===== src/design/sat_cfg.svh =====
`ifndef SAT_CFG_SVH
`define SAT_CFG_SVH

// ---------------------------------------------------------------------
// clause array sizing
// ---------------------------------------------------------------------

// variables visible to every clause, each literal slot maps to one
`define SAT_NUM_VARS    8

// clause cells in the array, one write strobe bit each
`define SAT_NUM_CLAUSES 4

// width of a stored clause length
`define SAT_LEN_W       4

`endif

===== src/design/sat_pkg.sv =====
`include "sat_cfg.svh"

package sat_pkg;

    // ---------------------------------------------------------------------
    // variable assignment state
    // ---------------------------------------------------------------------

    typedef struct packed {
        logic implied;   // value came from a clause and not from a decision
        logic assigned;
        logic value;
    } var_state_t;

    typedef var_state_t [`SAT_NUM_VARS-1:0] var_vec_t;

    // ---------------------------------------------------------------------
    // clause storage and status
    // ---------------------------------------------------------------------

    // two bits per variable, 11 is never written and reads as no literal
    typedef enum logic [1:0] {
        LIT_NONE = 2'b00,
        LIT_POS  = 2'b01,
        LIT_NEG  = 2'b10
    } lit_code_t;

    typedef lit_code_t [`SAT_NUM_VARS-1:0] clause_vec_t;

    typedef struct packed {
        logic sat;
        logic conflict;
        logic unit;
        logic empty;
    } clause_status_t;

    // saturates at 2, evaluation only needs to tell none, one and many
    typedef logic [1:0] free_cnt_t;

endpackage


===== src/design/clause_array.sv =====
`timescale 1ns/100ps
`include "sat_cfg.svh"

module clause_array import sat_pkg::*; (
    input  logic                                           clk,
    input  logic                                           rst,
    input  logic [`SAT_NUM_CLAUSES-1:0]                    wr_i,
    input  clause_vec_t                                    clause_i,
    input  logic [`SAT_LEN_W-1:0]                          clause_len_i,
    input  logic                                           rd_en_i,
    input  logic [$clog2(`SAT_NUM_CLAUSES)-1:0]            rd_i,
    output clause_vec_t                                    clause_o,
    output logic [`SAT_NUM_CLAUSES-1:0][`SAT_LEN_W-1:0]    clause_len_o,
    input  var_vec_t                                       var_value_i,
    output var_vec_t                                       var_value_o,
    input  logic                                           apply_impl_i,
    input  logic                                           apply_bkt_i,
    output logic                                           all_sat_o,
    output logic                                           conflict_o
);

    clause_vec_t     cell_clause  [`SAT_NUM_CLAUSES];
    clause_status_t  cell_status  [`SAT_NUM_CLAUSES];
    var_vec_t        cell_implied [`SAT_NUM_CLAUSES];

    for (genvar c = 0; c < `SAT_NUM_CLAUSES; c++) begin : g_cell
        clause_cell u_cell (
            .clk          (clk),
            .rst          (rst),
            .wr_i         (wr_i[c]),
            .clause_i     (clause_i),
            .clause_len_i (clause_len_i),
            .var_i        (var_value_i),
            .apply_impl_i (apply_impl_i),
            .apply_bkt_i  (apply_bkt_i),
            .clause_o     (cell_clause[c]),
            .clause_len_o (clause_len_o[c]),
            .status_o     (cell_status[c]),
            .implied_o    (cell_implied[c])
        );
    end

    assign clause_o = rd_en_i ? cell_clause[rd_i] : clause_vec_t'(0);

    // ---------------------------------------------------------------------
    // implication merge, lowest clause index wins
    // ---------------------------------------------------------------------

    always_comb begin
        logic found;
        var_value_o = var_value_i;
        for (int v = 0; v < `SAT_NUM_VARS; v++) begin
            found = 1'b0;
            if (!var_value_i[v].assigned) begin
                for (int c = 0; c < `SAT_NUM_CLAUSES; c++) begin
                    if (!found && cell_implied[c][v].assigned) begin
                        var_value_o[v] = cell_implied[c][v];
                        found          = 1'b1;
                    end
                end
            end
        end
    end

    always_comb begin
        all_sat_o  = 1'b1;
        conflict_o = 1'b0;
        for (int c = 0; c < `SAT_NUM_CLAUSES; c++) begin
            all_sat_o  = all_sat_o && (cell_status[c].sat || cell_status[c].empty);
            conflict_o = conflict_o || cell_status[c].conflict;
        end
    end

endmodule


===== src/design/clause_cell.sv =====
`timescale 1ns/100ps
`include "sat_cfg.svh"

module clause_cell import sat_pkg::*; (
    input  logic                   clk,
    input  logic                   rst,
    input  logic                   wr_i,
    input  clause_vec_t            clause_i,
    input  logic [`SAT_LEN_W-1:0]  clause_len_i,
    input  var_vec_t               var_i,
    input  logic                   apply_impl_i,
    input  logic                   apply_bkt_i,
    output clause_vec_t            clause_o,
    output logic [`SAT_LEN_W-1:0]  clause_len_o,
    output clause_status_t         status_o,
    output var_vec_t               implied_o
);

    clause_vec_t               clause_q;
    logic [`SAT_LEN_W-1:0]     len_q;
    logic                      reason_q;
    logic                      need_clear_q;
    logic [`SAT_NUM_VARS-1:0]  true_mask;
    logic [`SAT_NUM_VARS-1:0]  free_mask;
    free_cnt_t                 free_cnt;

    // ---------------------------------------------------------------------
    // clause storage
    // ---------------------------------------------------------------------

    // an unloaded cell holds an empty clause
    always_ff @(posedge clk) begin
        if (!rst) begin
            clause_q <= clause_vec_t'(0);
            len_q    <= '0;
        end else if (wr_i) begin
            clause_q <= clause_i;
            len_q    <= clause_len_i;
        end
    end

    // ---------------------------------------------------------------------
    // evaluation
    // ---------------------------------------------------------------------

    lit_decode u_decode (
        .clause_i    (clause_q),
        .var_i       (var_i),
        .true_mask_o (true_mask),
        .free_mask_o (free_mask),
        .free_cnt_o  (free_cnt)
    );

    clause_eval u_eval (
        .clause_i    (clause_q),
        .true_mask_i (true_mask),
        .free_mask_i (free_mask),
        .free_cnt_i  (free_cnt),
        .status_o    (status_o),
        .implied_o   (implied_o)
    );

    // ---------------------------------------------------------------------
    // reason tracking
    // ---------------------------------------------------------------------

    always_ff @(posedge clk) begin
        if (!rst) begin
            reason_q <= 1'b0;
        end else if (apply_impl_i && status_o.unit) begin
            reason_q <= 1'b1;
        end else if (apply_bkt_i && need_clear_q) begin
            reason_q <= 1'b0;   // the implied variable was undone
        end
    end

    always_ff @(posedge clk) begin
        if (!rst || !reason_q) begin
            need_clear_q <= 1'b0;
        end else if (status_o.sat) begin
            need_clear_q <= 1'b1;
        end
    end

    assign clause_o     = clause_q;
    assign clause_len_o = reason_q ? '0 : len_q;   // a reason clause hides its length

endmodule


===== src/design/clause_eval.sv =====
`timescale 1ns/100ps
`include "sat_cfg.svh"

module clause_eval import sat_pkg::*; (
    input  clause_vec_t               clause_i,
    input  logic [`SAT_NUM_VARS-1:0]  true_mask_i,
    input  logic [`SAT_NUM_VARS-1:0]  free_mask_i,
    input  free_cnt_t                 free_cnt_i,
    output clause_status_t            status_o,
    output var_vec_t                  implied_o
);

    logic                            lit_none_all;
    logic [$clog2(`SAT_NUM_VARS)-1:0] unit_idx;
    logic                            unit_pos;

    // ---------------------------------------------------------------------
    // clause status
    // ---------------------------------------------------------------------

    always_comb begin
        lit_none_all = 1'b1;
        for (int i = 0; i < `SAT_NUM_VARS; i++) begin
            if (clause_i[i] == LIT_POS || clause_i[i] == LIT_NEG) begin
                lit_none_all = 1'b0;
            end
        end
    end

    always_comb begin
        status_o.sat      = |true_mask_i;
        status_o.empty    = lit_none_all;
        // every literal false, an empty clause is never a conflict
        status_o.conflict = !status_o.sat && !lit_none_all && (free_cnt_i == 2'd0);
        status_o.unit     = !status_o.sat && (free_cnt_i == 2'd1);
    end

    // ---------------------------------------------------------------------
    // implication of a unit clause
    // ---------------------------------------------------------------------

    // with exactly one free literal the first set bit is the only one
    always_comb begin
        unit_idx = '0;
        for (int i = `SAT_NUM_VARS - 1; i >= 0; i--) begin
            if (free_mask_i[i]) begin
                unit_idx = i[$clog2(`SAT_NUM_VARS)-1:0];
            end
        end
    end

    assign unit_pos = (clause_i[unit_idx] == LIT_POS);

    always_comb begin
        implied_o = '0;
        if (status_o.unit) begin
            implied_o[unit_idx].implied  = 1'b1;
            implied_o[unit_idx].assigned = 1'b1;
            implied_o[unit_idx].value    = unit_pos;   // LIT_NEG implies zero
        end
    end

endmodule


===== src/design/lit_decode.sv =====
`timescale 1ns/100ps
`include "sat_cfg.svh"

module lit_decode import sat_pkg::*; (
    input  clause_vec_t               clause_i,
    input  var_vec_t                  var_i,
    output logic [`SAT_NUM_VARS-1:0]  true_mask_o,
    output logic [`SAT_NUM_VARS-1:0]  free_mask_o,
    output free_cnt_t                 free_cnt_o
);

    logic [`SAT_NUM_VARS-1:0] pos_lit;
    logic [`SAT_NUM_VARS-1:0] neg_lit;

    // ---------------------------------------------------------------------
    // per literal decode
    // ---------------------------------------------------------------------

    always_comb begin
        for (int i = 0; i < `SAT_NUM_VARS; i++) begin
            pos_lit[i] = (clause_i[i] == LIT_POS);
            neg_lit[i] = (clause_i[i] == LIT_NEG);
        end
    end

    always_comb begin
        for (int i = 0; i < `SAT_NUM_VARS; i++) begin
            // a literal only counts when the slot holds a polarity
            if (var_i[i].assigned) begin
                true_mask_o[i] = (pos_lit[i] &&  var_i[i].value) ||
                                 (neg_lit[i] && !var_i[i].value);
                free_mask_o[i] = 1'b0;
            end else begin
                true_mask_o[i] = 1'b0;
                free_mask_o[i] = pos_lit[i] || neg_lit[i];
            end
        end
    end

    // ---------------------------------------------------------------------
    // free literal count
    // ---------------------------------------------------------------------

    always_comb begin
        free_cnt_o = 2'd0;
        for (int i = 0; i < `SAT_NUM_VARS; i++) begin
            if (free_mask_o[i] && free_cnt_o != 2'd2) begin
                free_cnt_o = free_cnt_o + 2'd1;   // stop at two
            end
        end
    end

endmodule


===== config.mk =====
export PLATFORM = sky130hd
export DESIGN_NAME = clause_array
export DESIGN_NICKNAME = d
export VERILOG_FILES = /design/src/design/sat_pkg.sv /design/src/design/clause_array.sv /design/src/design/clause_cell.sv /design/src/design/clause_eval.sv /design/src/design/lit_decode.sv
export VERILOG_INCLUDE_DIRS = /design/src /design/src/design
export SDC_FILE = /design/constraint.sdc
export NUM_CORES = 1
export LEC_CHECK = 0
export ABC_AREA = 1
export BUFFER_PORTS_ARGS = -buffer_cell sky130_fd_sc_hd__buf_2
export CAP_MARGIN = 40
export CORE_MARGIN = 5
export CORE_UTILIZATION = 50
export DETAILED_ROUTE_END_ITERATION = 10
export HOLD_SLACK_MARGIN = 0.12
export PLACE_DENSITY = 0.71
export SYNTH_ARGS = -nofsm -noshare
export SYNTH_HDL_FRONTEND = slang
export SYNTH_SLANG_ARGS = --single-unit

===== constraint.sdc =====
create_clock -name clk -period 7.2 [get_ports clk]
set_input_delay 0 -clock clk [delete_from_list [all_inputs] [get_ports clk]]
set_output_delay 0 -clock clk [all_outputs]
set_load 0.05 [all_outputs]

==> flow_summary_export.csv, run 1 <==
group,metric,value,unit
critical_path,cp_max_fo,15,
global_routing,grtUsageTotal,31.6,%
yosys,ys_async_sr_fraction,0,%
finish,area_growth,14.7,%
critical_path,critical_path.startpoint_type,"register",
finish,design_area,10300,sq um
finish,final_common_cell,"inv_1",
drt,wl_per_cell,18.3,um
finish,layout_common_cells,"inv_1, nand2_1, nor2_1",
drt,post_drt_via_cell_ratio,5.75,
global_routing,grt_max_degree,90,
critical_path,worstPathRequired,7200,ps
finish,diodes,0,
placement,placed_cell_area,9770,sq um
worst_hold_path,hold_class,"input pin to register",
critical_path,cpPeakStageDelay,400,ps
yosys,ys_types,41,
timing,setup_tns,0,ps
timing,worst_slew_pin_slew,917,ps
pwr,power_density,201,nW/um^2
drt,routed_wirelength,33.1,mm
timing,fin_crit_sh,90.9,%
finish,fill_cells,1755,
global_routing,met1_usage,41.1,%
critical_path,ff2ff_path_depth,34,
yosys,yosysTopAreaCellShare,19.6,%
finish,finalNonFillerCells,1806,
pwr,p_leak,5.20,nW
yosys,netlist_area,9000,sq um
timing,fmax,153,MHz
drt,drt-pass1-iter-count,6,
placement,port_buffers,112,
yosys,synth_edf_count,0,
yosys,synth_flop_cell,"dfxtp_1",
timing,drv_slew,0,
run,maxCapViolCount,0,
timing,slew_headroom,38.3,%
placement,hpwlAfterDp,26.4,mm
yosys,synth_fp_nets,1612,
yosys,synth_area_leaders,"dfxtp_1, ha_1, inv_1",
clock_tree,path_clk_slew,70,ps
floorplan,core_area,17800,sq um
clock_tree,cts.sinks,88,
critical_path,cp.arrival,6540,ps
global_routing,grt_pass1_wl,50.8,mm
timing,skew,5.18,ps
floorplan,dieArea,20800,sq um
timing,final-setup-viol-count,0,
timing,hold_viol_final,0,
clock_tree,cts_buffers,9,
pwr,ir_worst_vdd,0.156,mV
clock_tree,clk_path_buf_depth,2,
drt,vias,10400,
yosys,yosysTopAreaCell,"dfxtp_1",
critical_path,crit_path_frequent_cell,"inv_1",
global_routing,antenna_found_initial,1,
yosys,syn-mean-instance-area,6.16,sq um
finish,fin_nets,1723,
clock_tree,h-tree-depth,3,
critical_path,crit_type,"register to primary output",
critical_path,rr_startpoint,"g_cell[1].u_cell.clause_o[0]$_SDFFE_PN0P_",
critical_path,cpMaxStageDelayCell,"dfxtp_1",
clock_tree,cts_tree,"done",
critical_path,crit_start,"g_cell[3].u_cell.clause_o[0]$_SDFFE_PN0P_",
global_routing,grt_pass1_vias,9521,
global_routing,grt-busiest-layer,"met2",
drt,drt_iter0_markers,1104,
global_routing,grtUsageMet2,49.1,%
critical_path,rrSetupSlack,1510,ps
worst_hold_path,min_path_cells,3,
pwr,power,0.00207,W
floorplan,ios,113,
timing,hold_slack,179,ps
critical_path,reg2reg_to,"g_cell[1].u_cell.reason_q$_SDFFE_PN0P_",
placement,gp_congestion,1.06,
placement,place_inst,1765,
clock_tree,clock_latency,350,ps
clock_tree,cts-root-buf,"clkbuf_16",
worst_hold_path,hold_end,"g_cell[1].u_cell.len_q[0]$_SDFFE_PN0P_",
yosys,yosys_register_bits,88,
yosys,ys_seq_area_share,19.6,%
status,status,"finished clean",
yosys,synthCells,1461,
yosys,yosys_warnings,0,
timing,rsz0062_at_grt,"false",
global_routing,gr-total-overflow,0,
finish,drive_gt1_share,14.6,%
timing,post-route-min-period,6540,ps
floorplan,rows,49,
critical_path,end_kind,"primary output",
clock_tree,post_cts.repair.setup_buffers,0,
floorplan,die_w,144,um
floorplan,initial_utilization,50.5,%
drt,drc,0,
global_routing,grtUsageMet3,7.41,%
worst_hold_path,hp-start,"wr_i[1]",
drt,ant_nets,0,
floorplan,fp.dieH,144,um
through the flow:
stage                     worst slack, ps  util [%]
after CTS                             469      57.8
after floorplan                      1610         -
after detailed placement              855      54.8
after global routing                 57.3      57.9
after global placement               1020      54.2
final                                 656      57.9
power breakdown:
group	internal, W	switching (W)
Sequential	0.000521	0.0000308
Combinational	0.000294	0.000742
Clock	0.000271	0.000213
Yosys cell counts (4+ instances only):
cell type / n
nand3b_1: 8
nand4_1: 27
o211ai_1: 4
nand2_2: 34
nor2_8: 4
inv_1: 225
or2_2: 6
a21oi_1: 136
nand2_1: 209
inv_2: 9
o21ai_0: 167
nor3_1: 17
o22ai_1: 15
nor2_1: 178
clkbuf_1: 35
nand3_2: 18
nand3_4: 4
dfxtp_1: 88
and2_1: 4
nand3_1: 138
nor2_2: 7
ha_1: 96
layout make-up:
cell class                      instances  area, sq um  share of cell area (%)
Timing Repair Buffer                  142          923                    8.94
Inverter                              236          888                    8.60
Sequential cell                        88         1760                    17.1
Tap cell                              229          287                    2.77
Clock buffer                           10          229                    2.22
Clock inverter                          6         67.6                   0.654
Multi-Input combinational cell       1095         6170                    59.8
routing by layer:
layer  wire length, um  part of all wire [%]  vias up
met5                20                 0.060        -
met4              1930                   5.8        2
met3              3940                    12      133
met2             13900                    42      588
met1             13400                    40     4619
li1                  -                     -     5050
state kept, by name, indices dropped and copies added (netlist names):
register	cells
g_cell.u_cell.clause_o	64
g_cell.u_cell.len_q	16
g_cell.u_cell.need_clear_q	4
g_cell.u_cell.reason_q	4
worst max path at each step:
stage	to	slack (ps)	cells after the start
floorplan	var_value_o[19]	1610	40
finish	var_value_o[0]	660	43
CTS	var_value_o[0]	470	43
detailed placement	var_value_o[0]	850	42
global route	var_value_o[6]	60	44
global placement	var_value_o[0]	1020	42
logic make-up (layout without fill, tap and decap cells):
kind of cell / Yosys count / after routing / synth area share [%]
compound gates: 330 / 330 / 18.8
fa+ha+maj: 96 / 96 / 13.3
buf+inv: 278 / 394 / 12.0
flops: 88 / 88 / 19.6
simple gates: 669 / 669 / 36.3
critical path, delay by kind of cell, from the launching register on:
family / cells / cell delay [ps]
AND/OR/NAND/NOR: 26 / 3250
adder cells (fa/ha/maj): 7 / 1540
flip-flops: 1 / 400
buffers and inverters: 10 / 1040
what timing repair did:
| action | in CTS | in global routing |
|---|---|---|
| hold buffers | 24 | 0 |
| endpoints found under the setup margin | 0 | 5 |
| gates resized for setup | 0 | 5 |
| hold endpoints to repair | 83 | 0 |
Power figures use the tool's default switching activity.
==> run 2: changes to the inputs <==
Settings changed: ABC_AREA 1 to default, PLACE_DENSITY 0.71 to 0.72, SLEW_MARGIN from default to 20.
==> flow_summary_export.csv, run 2 <==
group,metric,value,unit
status,status,"finished with violations",
status,violations,"setup timing",
timing,post-route-min-period,7260,ps
pwr,p_leak,5.21,nW
yosys,synthCells,1010,
yosys,synthAdderAreaFrac,13.9,%
pwr,power,0.00253,W
yosys,synth_mux_area_share,18.9,%
placement,port_buffers,112,
global_routing,grt_pass1_wl,47.4,mm
global_routing,antenna_found_initial,0,
timing,drv_slew,0,
placement,gp_congestion,1.01,
yosys,ys_types,72,
clock_tree,cts.sinks,88,
critical_path,cp.arrival,7260,ps
pwr,power_density,215,nW/um^2
run,maxCapViolCount,0,
floorplan,core_area,17100,sq um
yosys,synth_edf_count,0,
critical_path,worstPathRequired,7200,ps
global_routing,grt-busiest-layer,"met2",
global_routing,grtUsageTotal,30.0,%
floorplan,rows,48,
drt,routed_wirelength,32.0,mm
drt,vias,8978,
yosys,yosysTopAreaCell,"dfxtp_1",
critical_path,cpPeakStageDelay,380,ps
global_routing,grtUsageMet3,6.50,%
yosys,synth_compound_area_share,13.3,%
global_routing,grtUsageMet2,49.6,%
placement,place_ws,-366,ps
timing,skew,5.96,ps
floorplan,initial_utilization,50.4,%
clock_tree,cts-root-buf,"clkbuf_16",
floorplan,ios,113,
finish,largest_reg_flops,64,
worst_hold_path,hold_class,"input pin to register",
yosys,synthXorXnorAreaFrac,4.02,%
finish,fin_nets,1380,
timing,worst_slew_pin_slew,964,ps
finish,multiInputGateArea,7240,sq um
drt,drt-pass1-iter-count,6,
yosys,synth_flop_cell,"dfxtp_1",
drt,drc,0,
global_routing,grt_pass1_vias,8555,
drt,ant_nets,0,
yosys,synth_fp_nets,1161,
clock_tree,clk_path_buf_depth,2,
yosys,ys_async_sr_fraction,0,%
critical_path,crit_buf_inv,7,
drt,post_drt_via_cell_ratio,6.15,
yosys,yosys_warnings,0,
yosys,netlist_top_cells_count,"nor2b_1, ha_1, inv_1, mux2i_1, dfxtp_1",
critical_path,end_kind,"primary output",
global_routing,grt_max_degree,89,
critical_path,path_delay_family,"simple AND/OR/NAND/NOR gates",
yosys,yosysTopAreaCellShare,20.4,%
floorplan,die_w,141,um
yosys,yosysMostFrequentCell,"nor2b_1",
clock_tree,path_clk_slew,70,ps
critical_path,cp_max_fo,5,
clock_tree,h-tree-depth,3,
timing,slew_headroom,35.4,%
drt,drt_iter0_markers,814,
clock_tree,clock_latency,350,ps
finish,area_growth,36.3,%
yosys,synth_area_leaders,"dfxtp_1, ha_1, mux2i_1",
critical_path,crit_type,"register to primary output",
timing,fmax,138,MHz
timing,fin_ws,-55.2,ps
yosys,netlist_area,8630,sq um
clock_tree,cts_tree,"done",
finish,fill_cells,1280,
finish,register_area,1770,sq um
global_routing,gr-total-overflow,0,
yosys,ys_seq_area_share,20.4,%
finish,diodes,0,
timing,hold_viol_final,0,
floorplan,fp.dieH,141,um
drt,wl_per_cell,21.9,um
finish,final_common_cell,"buf_4",
yosys,synth-simple-area-share,23.5,%
clock_tree,cts_buffers,9,
timing,final-setup-viol-count,7,
placement,hpwlAfterDp,22.9,mm
timing,rsz0062_at_grt,"true",
pwr,ir_worst_vdd,0.148,mV
critical_path,critical_path.startpoint_type,"register",
critical_path,cpMaxStageDelayCell,"or3b_4",
global_routing,met1_usage,38.0,%
yosys,syn-mean-instance-area,8.54,sq um
yosys,synth_top_family_by_area,"simple AND/OR/NAND/NOR gates",
timing,fin_crit_sh,101,%
floorplan,dieArea,20000,sq um
finish,layout_common_cells,"buf_4, nor2b_1, buf_2",
yosys,yosys_register_bits,88,
finish,drive_gt1_share,37.4,%
run 2: report_power, final:
group	internal [W]	switching, W
combinational	0.000638	0.000863
sequential	0.000519	0.0000402
clock	0.000246	0.000228
run 2: area by class of cell:
class / count / share of cell area, %
Multi-Input combinational cell: 787 / 61.6
Timing Repair Buffer: 250 / 15.5
Sequential cell: 88 / 15.0
Inverter: 93 / 2.99
Tap cell: 225 / 2.39
Clock buffer: 9 / 1.91
Clock inverter: 7 / 0.628
run 2: worst paths after layout:
kind / depth (start not counted) / end / slack (ps) / startpoint
setup / recovery: 35 / var_value_o[18] / -60 / g_cell[1].u_cell.clause_o[0]$_SDFFE_PN0P_
hold / removal: 3 / g_cell[3].u_cell.len_q[0]$_SDFFE_PN0P_ / 310 / wr_i[3]
setup reg to reg: 31 / g_cell[3].u_cell.reason_q$_SDFFE_PN0P_ / 690 / g_cell[3].u_cell.clause_o[0]$_SDFFE_PN0P_
hold reg to reg: 1 / g_cell[0].u_cell.need_clear_q$_SDFFE_PP0P_ / 500 / g_cell[0].u_cell.need_clear_q$_SDFFE_PP0P_
run 2: per-stage QoR:
step	area, sq um	utilization [%]	cells	hold WS, ps	TNS (ps)
final	11800	68.7	1459	306	-197
after floorplan	8770	-	1010	169	0
after CTS	10900	63.9	1426	303	0
after global placement	9900	57.9	1366	310	-2840
after global routing	11800	68.7	1459	317	-3230
after detailed placement	9900	57.9	1366	318	-3180
run 2: timing repair:
| action | 4_1_cts | 5_1_grt |
|---|---|---|
| pin swaps | 25 | 52 |
| endpoints found under the setup margin | 24 | 24 |
| resized for setup | 71 | 157 |
| hold endpoints to repair | 84 | 0 |
| gates cloned | 1 | 0 |
| hold buffers | 23 | 0 |
| setup buffers | 20 | 35 |
run 2: worst register-to-register path, delay by kind of cell (launching register included):
family	cells	cell delay, ps
simple gates	10	1730
fa+ha+maj	7	1680
compound gates	6	1060
buf+inv	5	940
xor+xnor	2	380
mux	1	360
flops	1	330
run 2: layer usage:
metal / up-vias / wire, um
li1: 4048 / -
met1: 4214 / 12300
met2: 543 / 14700
met3: 173 / 3150
met4: 0 / 1850
met5: - / 0
run 2: kinds of logic (layout without fill, tap and decap cells):
| kind of cell | count (synthesis) | count (layout) |
|---|---|---|
| AND/OR/NAND/NOR | 369 | 369 |
| AO/OA/AOI/OAI | 159 | 159 |
| multiplexers | 138 | 138 |
| buffers and inverters | 135 | 359 |
| adder cells (fa/ha/maj) | 96 | 96 |
| flip-flops | 88 | 88 |
| XOR/XNOR | 25 | 25 |
